$ cat src/isr_decoder_pkg.sv
package isr_decoder_pkg;

    localparam int ISR_W   = 16;
    localparam int EX_W    = 6;
    localparam int MODE_W  = 2;
    localparam int REG_W   = 3;
    localparam int NREGS   = 8;
    localparam int ALU_W   = 5;
    localparam int SFT_W   = 7;

    typedef logic [ISR_W-1:0]  isr_t;
    typedef logic [EX_W-1:0]   ex_state_t;   // isr[15:10]
    typedef logic [MODE_W-1:0] addr_mode_t;
    typedef logic [REG_W-1:0]  reg_num_t;
    typedef logic [NREGS-1:0]  reg_mask_t;   // bit k selects rk
    typedef logic [ALU_W-1:0]  alu_fn_t;     // {x, y, z, u, v}
    typedef logic [SFT_W-1:0]  sft_t;        // {a, b, c, d, e, r, l}

    // operand addressing modes
    localparam addr_mode_t MODE_D  = 2'd0;
    localparam addr_mode_t MODE_MI = 2'd2;
    localparam addr_mode_t MODE_IP = 2'd3;

    localparam ex_state_t OP_HLT = 6'b000000;
    localparam ex_state_t OP_CLR = 6'b000100;

    localparam ex_state_t OP_ASL = 6'b001000;
    localparam ex_state_t OP_ASR = 6'b001001;
    localparam ex_state_t OP_RLC = 6'b001010;
    localparam ex_state_t OP_RRC = 6'b001011;
    localparam ex_state_t OP_LSL = 6'b001100;
    localparam ex_state_t OP_LSR = 6'b001101;
    localparam ex_state_t OP_ROL = 6'b001110;
    localparam ex_state_t OP_ROR = 6'b001111;

    localparam ex_state_t OP_MOV = 6'b010000;
    localparam ex_state_t OP_JMP = 6'b010001;
    localparam ex_state_t OP_RET = 6'b010010;
    localparam ex_state_t OP_RIT = 6'b010011;
    localparam ex_state_t OP_ADD = 6'b010100;
    localparam ex_state_t OP_RJP = 6'b010101;
    localparam ex_state_t OP_ADC = 6'b010110;
    localparam ex_state_t OP_SUB = 6'b011000;
    localparam ex_state_t OP_SBC = 6'b011010;
    localparam ex_state_t OP_CMP = 6'b011011;

    localparam ex_state_t OP_OR  = 6'b100000;
    localparam ex_state_t OP_XOR = 6'b100001;
    localparam ex_state_t OP_AND = 6'b100010;
    localparam ex_state_t OP_BIT = 6'b100011;

    localparam ex_state_t OP_JSR = 6'b101100;
    localparam ex_state_t OP_RJS = 6'b101101;
    localparam ex_state_t OP_SVC = 6'b101110;

    localparam ex_state_t OP_BRN = 6'b110000;
    localparam ex_state_t OP_BRZ = 6'b110001;
    localparam ex_state_t OP_BRV = 6'b110010;
    localparam ex_state_t OP_BRC = 6'b110011;
    localparam ex_state_t OP_RBN = 6'b111000;
    localparam ex_state_t OP_RBZ = 6'b111001;
    localparam ex_state_t OP_RBV = 6'b111010;
    localparam ex_state_t OP_RBC = 6'b111011;

    localparam logic [3:0] OP_NOP_PREFIX = 4'b0111;   // 0111xx, no control

endpackage

$ cat src/isr_capture.sv
module isr_capture import isr_decoder_pkg::*; (
    input  logic       clk,
    input  logic       arst_n,
    input  isr_t       isr,
    input  logic       if0,
    input  logic       if1,
    input  logic       ff0,
    input  logic       ff1,
    input  logic       ff2,
    input  logic       tf0,
    input  logic       tf1,
    input  logic       ex1,
    input  logic       psw_n,
    input  logic       psw_z,
    input  logic       psw_v,
    input  logic       psw_c,
    output ex_state_t  ex_state,
    output addr_mode_t f_mode,
    output addr_mode_t t_mode,
    output reg_num_t   f_reg,
    output reg_num_t   t_reg,
    output logic       if0_q,
    output logic       if1_q,
    output logic       ff0_q,
    output logic       ff1_q,
    output logic       ff2_q,
    output logic       tf0_q,
    output logic       tf1_q,
    output logic       ex1_q,
    output logic       psw_n_q,
    output logic       psw_z_q,
    output logic       psw_v_q,
    output logic       psw_c_q
);

    isr_t isr_q;

    always_ff @(posedge clk or negedge arst_n) begin
        if (!arst_n) begin
            isr_q <= '0;   // decodes as HLT
            {if0_q, if1_q, ff0_q, ff1_q, ff2_q, tf0_q, tf1_q, ex1_q} <= '0;
            {psw_n_q, psw_z_q, psw_v_q, psw_c_q} <= '0;
        end else begin
            isr_q <= isr;
            {if0_q, if1_q, ff0_q, ff1_q, ff2_q, tf0_q, tf1_q, ex1_q} <=
                {if0, if1, ff0, ff1, ff2, tf0, tf1, ex1};
            {psw_n_q, psw_z_q, psw_v_q, psw_c_q} <= {psw_n, psw_z, psw_v, psw_c};
        end
    end

    // instruction word fields
    assign ex_state = isr_q[15:10];
    assign f_mode   = isr_q[9:8];
    assign f_reg    = isr_q[7:5];
    assign t_mode   = isr_q[4:3];
    assign t_reg    = isr_q[2:0];

endmodule

$ cat src/reg_select_decoder.sv
module reg_select_decoder import isr_decoder_pkg::*; (
    input  ex_state_t  ex_state,
    input  addr_mode_t f_mode,
    input  addr_mode_t t_mode,
    input  reg_num_t   f_reg,
    input  reg_num_t   t_reg,
    input  logic       if0,
    input  logic       if1,
    input  logic       ff0,
    input  logic       ff1,
    input  logic       tf0,
    input  logic       tf1,
    input  logic       ex1,
    input  logic       psw_n,
    input  logic       psw_z,
    input  logic       psw_v,
    input  logic       psw_c,
    output reg_mask_t  reg_read,
    output reg_mask_t  reg_write,
    output logic       b0b,
    output logic       smd,
    output logic       sma
);

    reg_mask_t f_hot;
    reg_mask_t t_hot;
    reg_mask_t r7_only;
    logic      f_is_ip;
    logic      t_is_ip;
    logic      t_is_d;
    logic      op_shift;
    logic      op_arith;
    logic      op_logic;
    logic      op_call;
    logic      op_br;
    logic      op_rb;
    logic      direct_wr;
    logic      taken;
    logic      pc_rd;
    logic      pc_wr;

    assign f_hot   = reg_mask_t'(1) << f_reg;
    assign t_hot   = reg_mask_t'(1) << t_reg;
    assign r7_only = reg_mask_t'(1) << (NREGS - 1);

    assign f_is_ip = (f_mode == MODE_IP);
    assign t_is_ip = (t_mode == MODE_IP);
    assign t_is_d  = (t_mode == MODE_D);

    assign op_shift = (ex_state[5:3] == 3'b001);   // ASL..ROR
    assign op_arith = (ex_state == OP_ADD) | (ex_state == OP_ADC) | (ex_state == OP_RJP) |
                      (ex_state == OP_SUB) | (ex_state == OP_SBC) | (ex_state == OP_CMP);
    assign op_logic = (ex_state == OP_OR) | (ex_state == OP_XOR) | (ex_state == OP_AND);
    assign op_call  = (ex_state == OP_JSR) | (ex_state == OP_RJS) | (ex_state == OP_SVC);
    assign op_br    = (ex_state == OP_BRN) | (ex_state == OP_BRZ) |
                      (ex_state == OP_BRV) | (ex_state == OP_BRC);
    assign op_rb    = (ex_state == OP_RBN) | (ex_state == OP_RBZ) |
                      (ex_state == OP_RBV) | (ex_state == OP_RBC);

    // opcodes that write their result straight into a D-mode t register
    assign direct_wr = (ex_state == OP_CLR) | op_shift | (ex_state == OP_MOV) |
                       (ex_state == OP_ADD) | (ex_state == OP_ADC) |
                       (ex_state == OP_RJP) | op_logic;

    // low two opcode bits pick the flag: n, z, v, c
    always_comb begin
        case (ex_state[1:0])
            2'd0:    taken = psw_n;
            2'd1:    taken = psw_z;
            2'd2:    taken = psw_v;
            default: taken = psw_c;
        endcase
        taken = taken & (op_br | op_rb);
    end

    assign pc_rd = if0 | if1 | ((ex_state == OP_RJS) & ex1);
    assign pc_wr = if1 | (ex_state == OP_JMP) | (ex_state == OP_RET) |
                   (ex_state == OP_RIT) | taken | (op_call & ex1);

    assign reg_read = ({NREGS{ff0}}           & f_hot) |
                      ({NREGS{ff1 & f_is_ip}} & f_hot) |
                      ({NREGS{tf0}}           & t_hot) |
                      ({NREGS{tf1 & t_is_ip}} & t_hot) |
                      ({NREGS{pc_rd}}         & r7_only);

    assign reg_write = ({NREGS{ff0}}                & f_hot) |
                       ({NREGS{ff1 & f_is_ip}}      & f_hot) |
                       ({NREGS{tf1 & t_is_ip}}      & t_hot) |
                       ({NREGS{direct_wr & t_is_d}} & t_hot) |
                       ({NREGS{pc_wr}}              & r7_only);

    assign b0b = (ex_state == OP_MOV) | (ex_state == OP_JMP) | op_arith | op_logic |
                 (ex_state == OP_BIT) | op_call | op_br | op_rb | ex1;

    assign smd = if0 | ff0 | tf0 | (ex_state == OP_CLR) | op_shift | (ex_state == OP_MOV) |
                 (op_arith & (ex_state != OP_CMP)) | op_logic | op_call;

    assign sma = if0 | ff0 | tf0;

endmodule

$ cat src/alu_ctrl_decoder.sv
module alu_ctrl_decoder import isr_decoder_pkg::*; (
    input  ex_state_t  ex_state,
    input  addr_mode_t f_mode,
    input  logic       if0,
    input  logic       if1,
    input  logic       ff0,
    input  logic       ff1,
    input  logic       ff2,
    input  logic       tf0,
    input  logic       tf1,
    input  logic       ex1,
    input  logic       psw_c,
    output alu_fn_t    alu_fn,
    output sft_t       sft,
    output logic       als,
    output logic       mda,
    output logic       shs,
    output logic       sb0,
    output logic       set_psw
);

    logic op_clr, op_mov, op_add, op_adc, op_rjp, op_sub, op_sbc, op_cmp;
    logic op_or, op_xor, op_and, op_bit;
    logic op_asr, op_lsr, op_rol, op_ror, op_rlc, op_rrc;
    logic op_shift;
    logic op_xfer;
    logic op_arith;
    logic op_call;
    logic op_br;
    logic op_rb;
    logic path;

    assign op_clr = (ex_state == OP_CLR);
    assign op_mov = (ex_state == OP_MOV);
    assign op_add = (ex_state == OP_ADD);
    assign op_adc = (ex_state == OP_ADC);
    assign op_rjp = (ex_state == OP_RJP);
    assign op_sub = (ex_state == OP_SUB);
    assign op_sbc = (ex_state == OP_SBC);
    assign op_cmp = (ex_state == OP_CMP);
    assign op_or  = (ex_state == OP_OR);
    assign op_xor = (ex_state == OP_XOR);
    assign op_and = (ex_state == OP_AND);
    assign op_bit = (ex_state == OP_BIT);
    assign op_asr = (ex_state == OP_ASR);
    assign op_lsr = (ex_state == OP_LSR);
    assign op_rol = (ex_state == OP_ROL);
    assign op_ror = (ex_state == OP_ROR);
    assign op_rlc = (ex_state == OP_RLC);
    assign op_rrc = (ex_state == OP_RRC);

    assign op_shift = (ex_state[5:3] == 3'b001);   // all eight shifts
    assign op_xfer  = op_mov | (ex_state == OP_JMP) | (ex_state == OP_RET) |
                      (ex_state == OP_RIT);
    assign op_arith = op_add | op_adc | op_rjp | op_sub | op_sbc | op_cmp;
    assign op_call  = (ex_state == OP_JSR) | (ex_state == OP_RJS) | (ex_state == OP_SVC);
    assign op_br    = (ex_state[5:2] == 4'b1100);
    assign op_rb    = (ex_state[5:2] == 4'b1110);

    // address/pass phases, ff1 is absent here
    assign path = if0 | if1 | ff0 | ff2 | tf0 | tf1 | ex1;

    assign alu_fn[4] = ((f_mode == MODE_MI) & ff0) | op_sub | op_sbc | op_cmp;       // x
    assign alu_fn[3] = path | op_xfer | op_arith | op_call | op_br;                   // y
    assign alu_fn[2] = op_or | op_rb;                                                 // z
    assign alu_fn[1] = if1 | tf1 | (psw_c & (op_adc | op_sbc)) | op_sub | op_cmp;    // u
    assign alu_fn[0] = path | op_xfer | op_arith | op_xor | op_call | op_br | op_rb; // v

    assign als = path | ff1 | op_clr | op_xfer | op_arith | op_or | op_xor | op_and |
                 op_bit | op_call | op_br | op_rb;

    assign mda = ff2 | op_shift | op_arith | op_or | op_xor | op_and | op_bit | op_rb;

    assign shs = op_shift;
    assign sft = {op_asr,
                  op_rol,
                  op_lsr | op_rol | op_rlc,
                  op_ror,
                  op_rlc | op_rrc,
                  op_asr | op_ror | op_rrc,
                  op_asr | op_lsr | op_rol | op_rlc};

    assign sb0 = ff2;

    assign set_psw = op_clr | op_shift | op_mov | op_add | op_adc | op_sub | op_sbc |
                     op_cmp | op_or | op_xor | op_and | op_bit;

endmodule

$ cat src/ctrl_register.sv
module ctrl_register import isr_decoder_pkg::*; (
    input  logic      clk,
    input  logic      arst_n,
    input  reg_mask_t reg_read,
    input  reg_mask_t reg_write,
    input  logic      b0b,
    input  logic      smd,
    input  logic      sma,
    input  alu_fn_t   alu_fn,
    input  sft_t      sft,
    input  logic      als,
    input  logic      mda,
    input  logic      shs,
    input  logic      sb0,
    input  logic      set_psw,
    output reg_mask_t reg_read_r,
    output reg_mask_t reg_write_r,
    output logic      b0b_r,
    output logic      smd_r,
    output logic      sma_r,
    output alu_fn_t   alu_fn_r,
    output sft_t      sft_r,
    output logic      als_r,
    output logic      mda_r,
    output logic      shs_r,
    output logic      sb0_r,
    output logic      set_psw_r
);

    always_ff @(posedge clk or negedge arst_n) begin
        if (!arst_n) begin
            reg_read_r  <= '0;
            reg_write_r <= '0;
            {b0b_r, smd_r, sma_r} <= '0;
            alu_fn_r    <= '0;
            sft_r       <= '0;
            {als_r, mda_r, shs_r, sb0_r, set_psw_r} <= '0;
        end else begin
            reg_read_r  <= reg_read;
            reg_write_r <= reg_write;
            {b0b_r, smd_r, sma_r} <= {b0b, smd, sma};
            alu_fn_r    <= alu_fn;
            sft_r       <= sft;
            {als_r, mda_r, shs_r, sb0_r, set_psw_r} <= {als, mda, shs, sb0, set_psw};
        end
    end

endmodule

$ cat src/isr_decoder.sv
module isr_decoder import isr_decoder_pkg::*; (
    input  logic      clk,
    input  logic      arst_n,
    input  isr_t      isr,
    input  logic      if0,
    input  logic      if1,
    input  logic      ff0,
    input  logic      ff1,
    input  logic      ff2,
    input  logic      tf0,
    input  logic      tf1,
    input  logic      ex1,
    input  logic      psw_n,
    input  logic      psw_z,
    input  logic      psw_v,
    input  logic      psw_c,
    output reg_mask_t reg_read,
    output reg_mask_t reg_write,
    output logic      b0b,
    output logic      smd,
    output logic      sma,
    output alu_fn_t   alu_fn,
    output sft_t      sft,
    output logic      als,
    output logic      mda,
    output logic      shs,
    output logic      sb0,
    output logic      set_psw
);

    ex_state_t  ex_state;
    addr_mode_t f_mode, t_mode;
    reg_num_t   f_reg, t_reg;
    logic       if0_q, if1_q, ff0_q, ff1_q, ff2_q, tf0_q, tf1_q, ex1_q;
    logic       psw_n_q, psw_z_q, psw_v_q, psw_c_q;

    // combinational control word, before the output register
    reg_mask_t  rd_c, wr_c;
    logic       b0b_c, smd_c, sma_c;
    alu_fn_t    alu_fn_c;
    sft_t       sft_c;
    logic       als_c, mda_c, shs_c, sb0_c, set_psw_c;

    isr_capture u_isr_capture (
        .clk, .arst_n, .isr,
        .if0, .if1, .ff0, .ff1, .ff2, .tf0, .tf1, .ex1,
        .psw_n, .psw_z, .psw_v, .psw_c,
        .ex_state, .f_mode, .t_mode, .f_reg, .t_reg,
        .if0_q, .if1_q, .ff0_q, .ff1_q, .ff2_q, .tf0_q, .tf1_q, .ex1_q,
        .psw_n_q, .psw_z_q, .psw_v_q, .psw_c_q
    );

    reg_select_decoder u_reg_select_decoder (
        .ex_state, .f_mode, .t_mode, .f_reg, .t_reg,
        .if0 (if0_q), .if1 (if1_q), .ff0 (ff0_q), .ff1 (ff1_q),
        .tf0 (tf0_q), .tf1 (tf1_q), .ex1 (ex1_q),
        .psw_n (psw_n_q), .psw_z (psw_z_q), .psw_v (psw_v_q), .psw_c (psw_c_q),
        .reg_read (rd_c), .reg_write (wr_c),
        .b0b (b0b_c), .smd (smd_c), .sma (sma_c)
    );

    alu_ctrl_decoder u_alu_ctrl_decoder (
        .ex_state, .f_mode,
        .if0 (if0_q), .if1 (if1_q), .ff0 (ff0_q), .ff1 (ff1_q), .ff2 (ff2_q),
        .tf0 (tf0_q), .tf1 (tf1_q), .ex1 (ex1_q), .psw_c (psw_c_q),
        .alu_fn (alu_fn_c), .sft (sft_c), .als (als_c), .mda (mda_c),
        .shs (shs_c), .sb0 (sb0_c), .set_psw (set_psw_c)
    );

    ctrl_register u_ctrl_register (
        .clk, .arst_n,
        .reg_read (rd_c), .reg_write (wr_c), .b0b (b0b_c), .smd (smd_c), .sma (sma_c),
        .alu_fn (alu_fn_c), .sft (sft_c), .als (als_c), .mda (mda_c),
        .shs (shs_c), .sb0 (sb0_c), .set_psw (set_psw_c),
        .reg_read_r (reg_read), .reg_write_r (reg_write),
        .b0b_r (b0b), .smd_r (smd), .sma_r (sma),
        .alu_fn_r (alu_fn), .sft_r (sft), .als_r (als), .mda_r (mda),
        .shs_r (shs), .sb0_r (sb0), .set_psw_r (set_psw)
    );

endmodule

$ cat config.mk
export PLATFORM = sky130hd
export DESIGN_NAME = isr_decoder
export DESIGN_NICKNAME = d
export VERILOG_FILES = /design/src/isr_decoder_pkg.sv /design/src/isr_capture.sv /design/src/reg_select_decoder.sv /design/src/alu_ctrl_decoder.sv /design/src/ctrl_register.sv /design/src/isr_decoder.sv
export SDC_FILE = /design/constraint.sdc
export NUM_CORES = 1
export LEC_CHECK = 0
export ABC_AREA = 0
export BUFFER_PORTS_ARGS = -buffer_cell sky130_fd_sc_hd__buf_2
export CELL_PAD_IN_SITES_DETAIL_PLACEMENT = 1
export CELL_PAD_IN_SITES_GLOBAL_PLACEMENT = 1
export CORE_MARGIN = 5
export CORE_UTILIZATION = 44
export DETAILED_ROUTE_END_ITERATION = 6
export GPL_ROUTABILITY_DRIVEN = 0
export HOLD_SLACK_MARGIN = 0.15
export PLACE_DENSITY_LB_ADDON = 0.1
export SYNTH_ARGS = -nofsm -noshare
export SYNTH_HDL_FRONTEND = slang
export SYNTH_SLANG_ARGS = --single-unit
$ cat constraint.sdc
create_clock -name clk -period 3.31 [get_ports clk]
set_input_delay 0.331 -clock clk [delete_from_list [all_inputs] [get_ports clk]]
set_output_delay 0.331 -clock clk [all_outputs]
set_load 0.01 [all_outputs]
==> impl_metrics.csv <==
group,metric,value,unit
drt,firstDrtPassIters,4,
drt,wire_per_inst,16.8,µm
die,io_pins,66,
grt,gr-total-overflow,0,
die,coreArea,5890,µm²
sta,drv_slew,0,
clocking,clk_latency,0.35,ns
synthesis,ys.flop_type,"dfrtp_1",
sta,relSlewSlack,28.3,%
grt,track_usage,19.7,%
synthesis,synth_fa_ha_area_share,0,%
synthesis,synth-seq-cells,64,
grt,grt_pass1_vias,2200,
worst_setup_path,criticalPathCategory,"reg2reg",
finish,insertedDiodeCount,0,
worst_setup_path,r2r_slack,1.24,ns
clocking,cts_buffers,9,
synthesis,synth_top_family_by_area,"simple AND/OR/NAND/NOR gates",
synthesis,synthSimpleGateAreaFrac,17.5,%
power_and_ir_drop,p_per_area,507,nW/µm²
power_and_ir_drop,p_leak,0.00161,µW
die,die_h,87.5,µm
synthesis,synth_edf_count,0,
power_and_ir_drop,ir_drop,0.350,mV
sta,rsz0062_at_grt,"no",
sta,post-route-period-util,62.7,%
synthesis,avgSynthCellArea,11.4,µm²
synthesis,synth_warnings,0,
synthesis,synth-compound-area-share,16.3,%
drt,via_count,2082,
worst_setup_path,worstPathRequired,3.55,ns
sta,finalSetupTns,0,ns
synthesis,synth.cell_area,2640,µm²
die,start_util,44.9,%
finish,layout_common_cells,"buf_2, dfrtp_1, dlygate4sd3_1",
worst_setup_path,crit_fanout,21,
sta,setup_viol,0,
drt,wirelength,6740,µm
grt,antenna_found_initial,0,
finish,mostFrequentLayoutCell,"buf_2",
clocking,cts.sinks,64,
drt,drt-initial-drc-count,94,
grt,grt_max_degree,52,
finish,nets,352,
sta,tightest_slew,1.08,ns
finish,fin_util,59.7,%
drt,drc_errors,0,
clocking,cts_buffer_depth,2,
worst_setup_path,slowest_delay,0.75,ns
worst_setup_path,endpoint_kind,"flip-flop",
clocking,cts_tree,"built",
sta,period_minus_slack,2.07,ns
worst_setup_path,crit_path_start_kind,"flip-flop",
clocking,htreeDepth,3,
run,drv_cap,0,
worst_setup_path,slowest_stage,"dfrtp_1",
placed_design,portBuffers,65,
synthesis,muxShareOfSynthArea,1.61,%
drt,viasPerCell,5.18,
finish,syn2layout_area_growth,33.0,%
clocking,cts_resized,0,
drt,ant_nets,0,
synthesis,ys_seq_area_share,60.6,%
die,die-area,7650,µm²
clocking,postCtsSetupBuffers,0,
worst_setup_path,crit_arrival,2.32,ns
sta,skew,0.00620,ns
outcome,status,"complete, no violations",
synthesis,synthCells,232,
finish,drive_gt1_share,29.7,%
min_path,hp-class,"in2async",
die,die_x,87.5,µm
clocking,hold_buffers,28,
placed_design,dp_hpwl,4410,µm
sta,max_freq,482,MHz
clocking,cts_root_buf,"clkbuf_8",
worst_setup_path,path_cells,"or3b_4 -> a221oi_4 -> o21ai_4 -> o31ai_2",
synthesis,syn-num-nets,262,
grt,grt_pass1_wl,11200,µm
sta,hold_violations,0,
die,num_rows,28,
synthesis,ys_types,48,
synthesis,ys_async_sr_fraction,100,%
clocking,clkSlewWorstSetupHoldPaths,0.08,ns
synthesis,synth_xor_area_share,0.663,%
cell type report:
type	count	area, µm²
fill	654	2370
clock inverter	7	103
tap	75	93.8
timing repair buffer	95	621
inverter	5	18.8
multi-input combinational	147	952
clock buffer	9	124
sequential	64	1600
registers in the layout (all words and copies together), names as in the netlist, 5 cells and up:
| register | count |
|---|---|
| u_ctrl_register.alu_fn_r | 5 |
| u_isr_capture.isr_q | 16 |
| u_ctrl_register.reg_write_r | 8 |
| u_ctrl_register.sft_r | 7 |
| u_ctrl_register.reg_read_r | 8 |
power by group:
| group | total [µW] | switching [µW] | internal (µW) | leakage [µW] |
|---|---|---|---|---|
| Clock | 750 | 319 | 431 | 0.000110 |
| Combinational | 170 | 87.0 | 83.1 | 0.000720 |
| Sequential | 861 | 44.1 | 817 | 0.000775 |
critical path, delay by kind of cell, from the launching register on:
kind,cells,cell delay [ns]
AOI/OAI and AO/OA,3,0.75
and+or+nand+nor,1,0.47
DFF,1,0.75
logic make-up (layout without fill, tap and decap cells):
kind of cell	after synthesis	count (layout)
buffers and inverters	21	116
DFF	64	64
AOI/OAI and AO/OA	56	56
and+or+nand+nor	86	86
muxes	3	3
xor gates and xnor gates	2	2
metrics by stage:
| step | hold slack (ns) | power (µW) | setup slack (ns) | cells | cell area, µm² |
|---|---|---|---|---|---|
| final | 0.181 | 1780 | 1.24 | 402 | 3510 |
| after global routing | 0.292 | 1860 | 1.12 | 402 | 3510 |
| after CTS | 0.228 | 1810 | 1.26 | 402 | 3510 |
| after detailed placement | 0.419 | 1020 | 1.35 | 358 | 3010 |
| after global placement | 0.414 | 1020 | 1.41 | 358 | 3010 |
| after floorplan | 0.0354 | 946 | 1.77 | 232 | 2640 |
worst paths after layout:
kind,depth (start not counted),end,start
min in group clk,0,u_ctrl_register.sb0_r$_DFF_PN0_,u_isr_capture.ff2_q$_DFF_PN0_
max in group asynchronous,2,u_isr_capture.tf0_q$_DFF_PN0_,arst_n
setup reg to reg,4,u_ctrl_register.reg_write_r[3]$_DFF_PN0_,u_isr_capture.isr_q[15]$_DFF_PN0_
setup / recovery,4,u_ctrl_register.reg_write_r[3]$_DFF_PN0_,u_isr_capture.isr_q[15]$_DFF_PN0_
hold reg to reg,0,u_ctrl_register.sb0_r$_DFF_PN0_,u_isr_capture.ff2_q$_DFF_PN0_
hold / removal,1,u_ctrl_register.reg_write_r[0]$_DFF_PN0_,arst_n
routing by layer:
layer	track usage [%]	vias up	share of wire, %
li1	-	1006	-
met1	25.8	1014	44
met2	30.5	57	49
met3	6.53	5	6.1
met4	6.69	0	0.99
met5	0	-	0
cells in the mapped netlist, types with 2 or more instances:
cell       n  share of area, %
a211oi_1   2              0.57
a21oi_1    9               1.7
a22oi_1    3              0.85
a31oi_1    4              0.95
and3_1     2              0.47
buf_2      7               1.3
clkbuf_1   8               1.1
dfrtp_1   64                61
inv_1      5              0.71
mux2i_1    2              0.76
nand2_1   19               2.7
nand2b_1   7               1.7
nand3_1   11               2.1
nand3b_1   3              0.85
nor2_1    16               2.3
nor2b_1    8               1.9
nor3_1     4              0.76
nor3b_1    2              0.57
nor4_1     2              0.47
o211ai_1   4               1.1
o211ai_2   3               1.4
o21ai_0   14               2.7
o31ai_1    4               1.1
o31ai_2    3               1.4
or3_1      2              0.47
xor2_1     2              0.66
(Power assumes the default switching activity.)
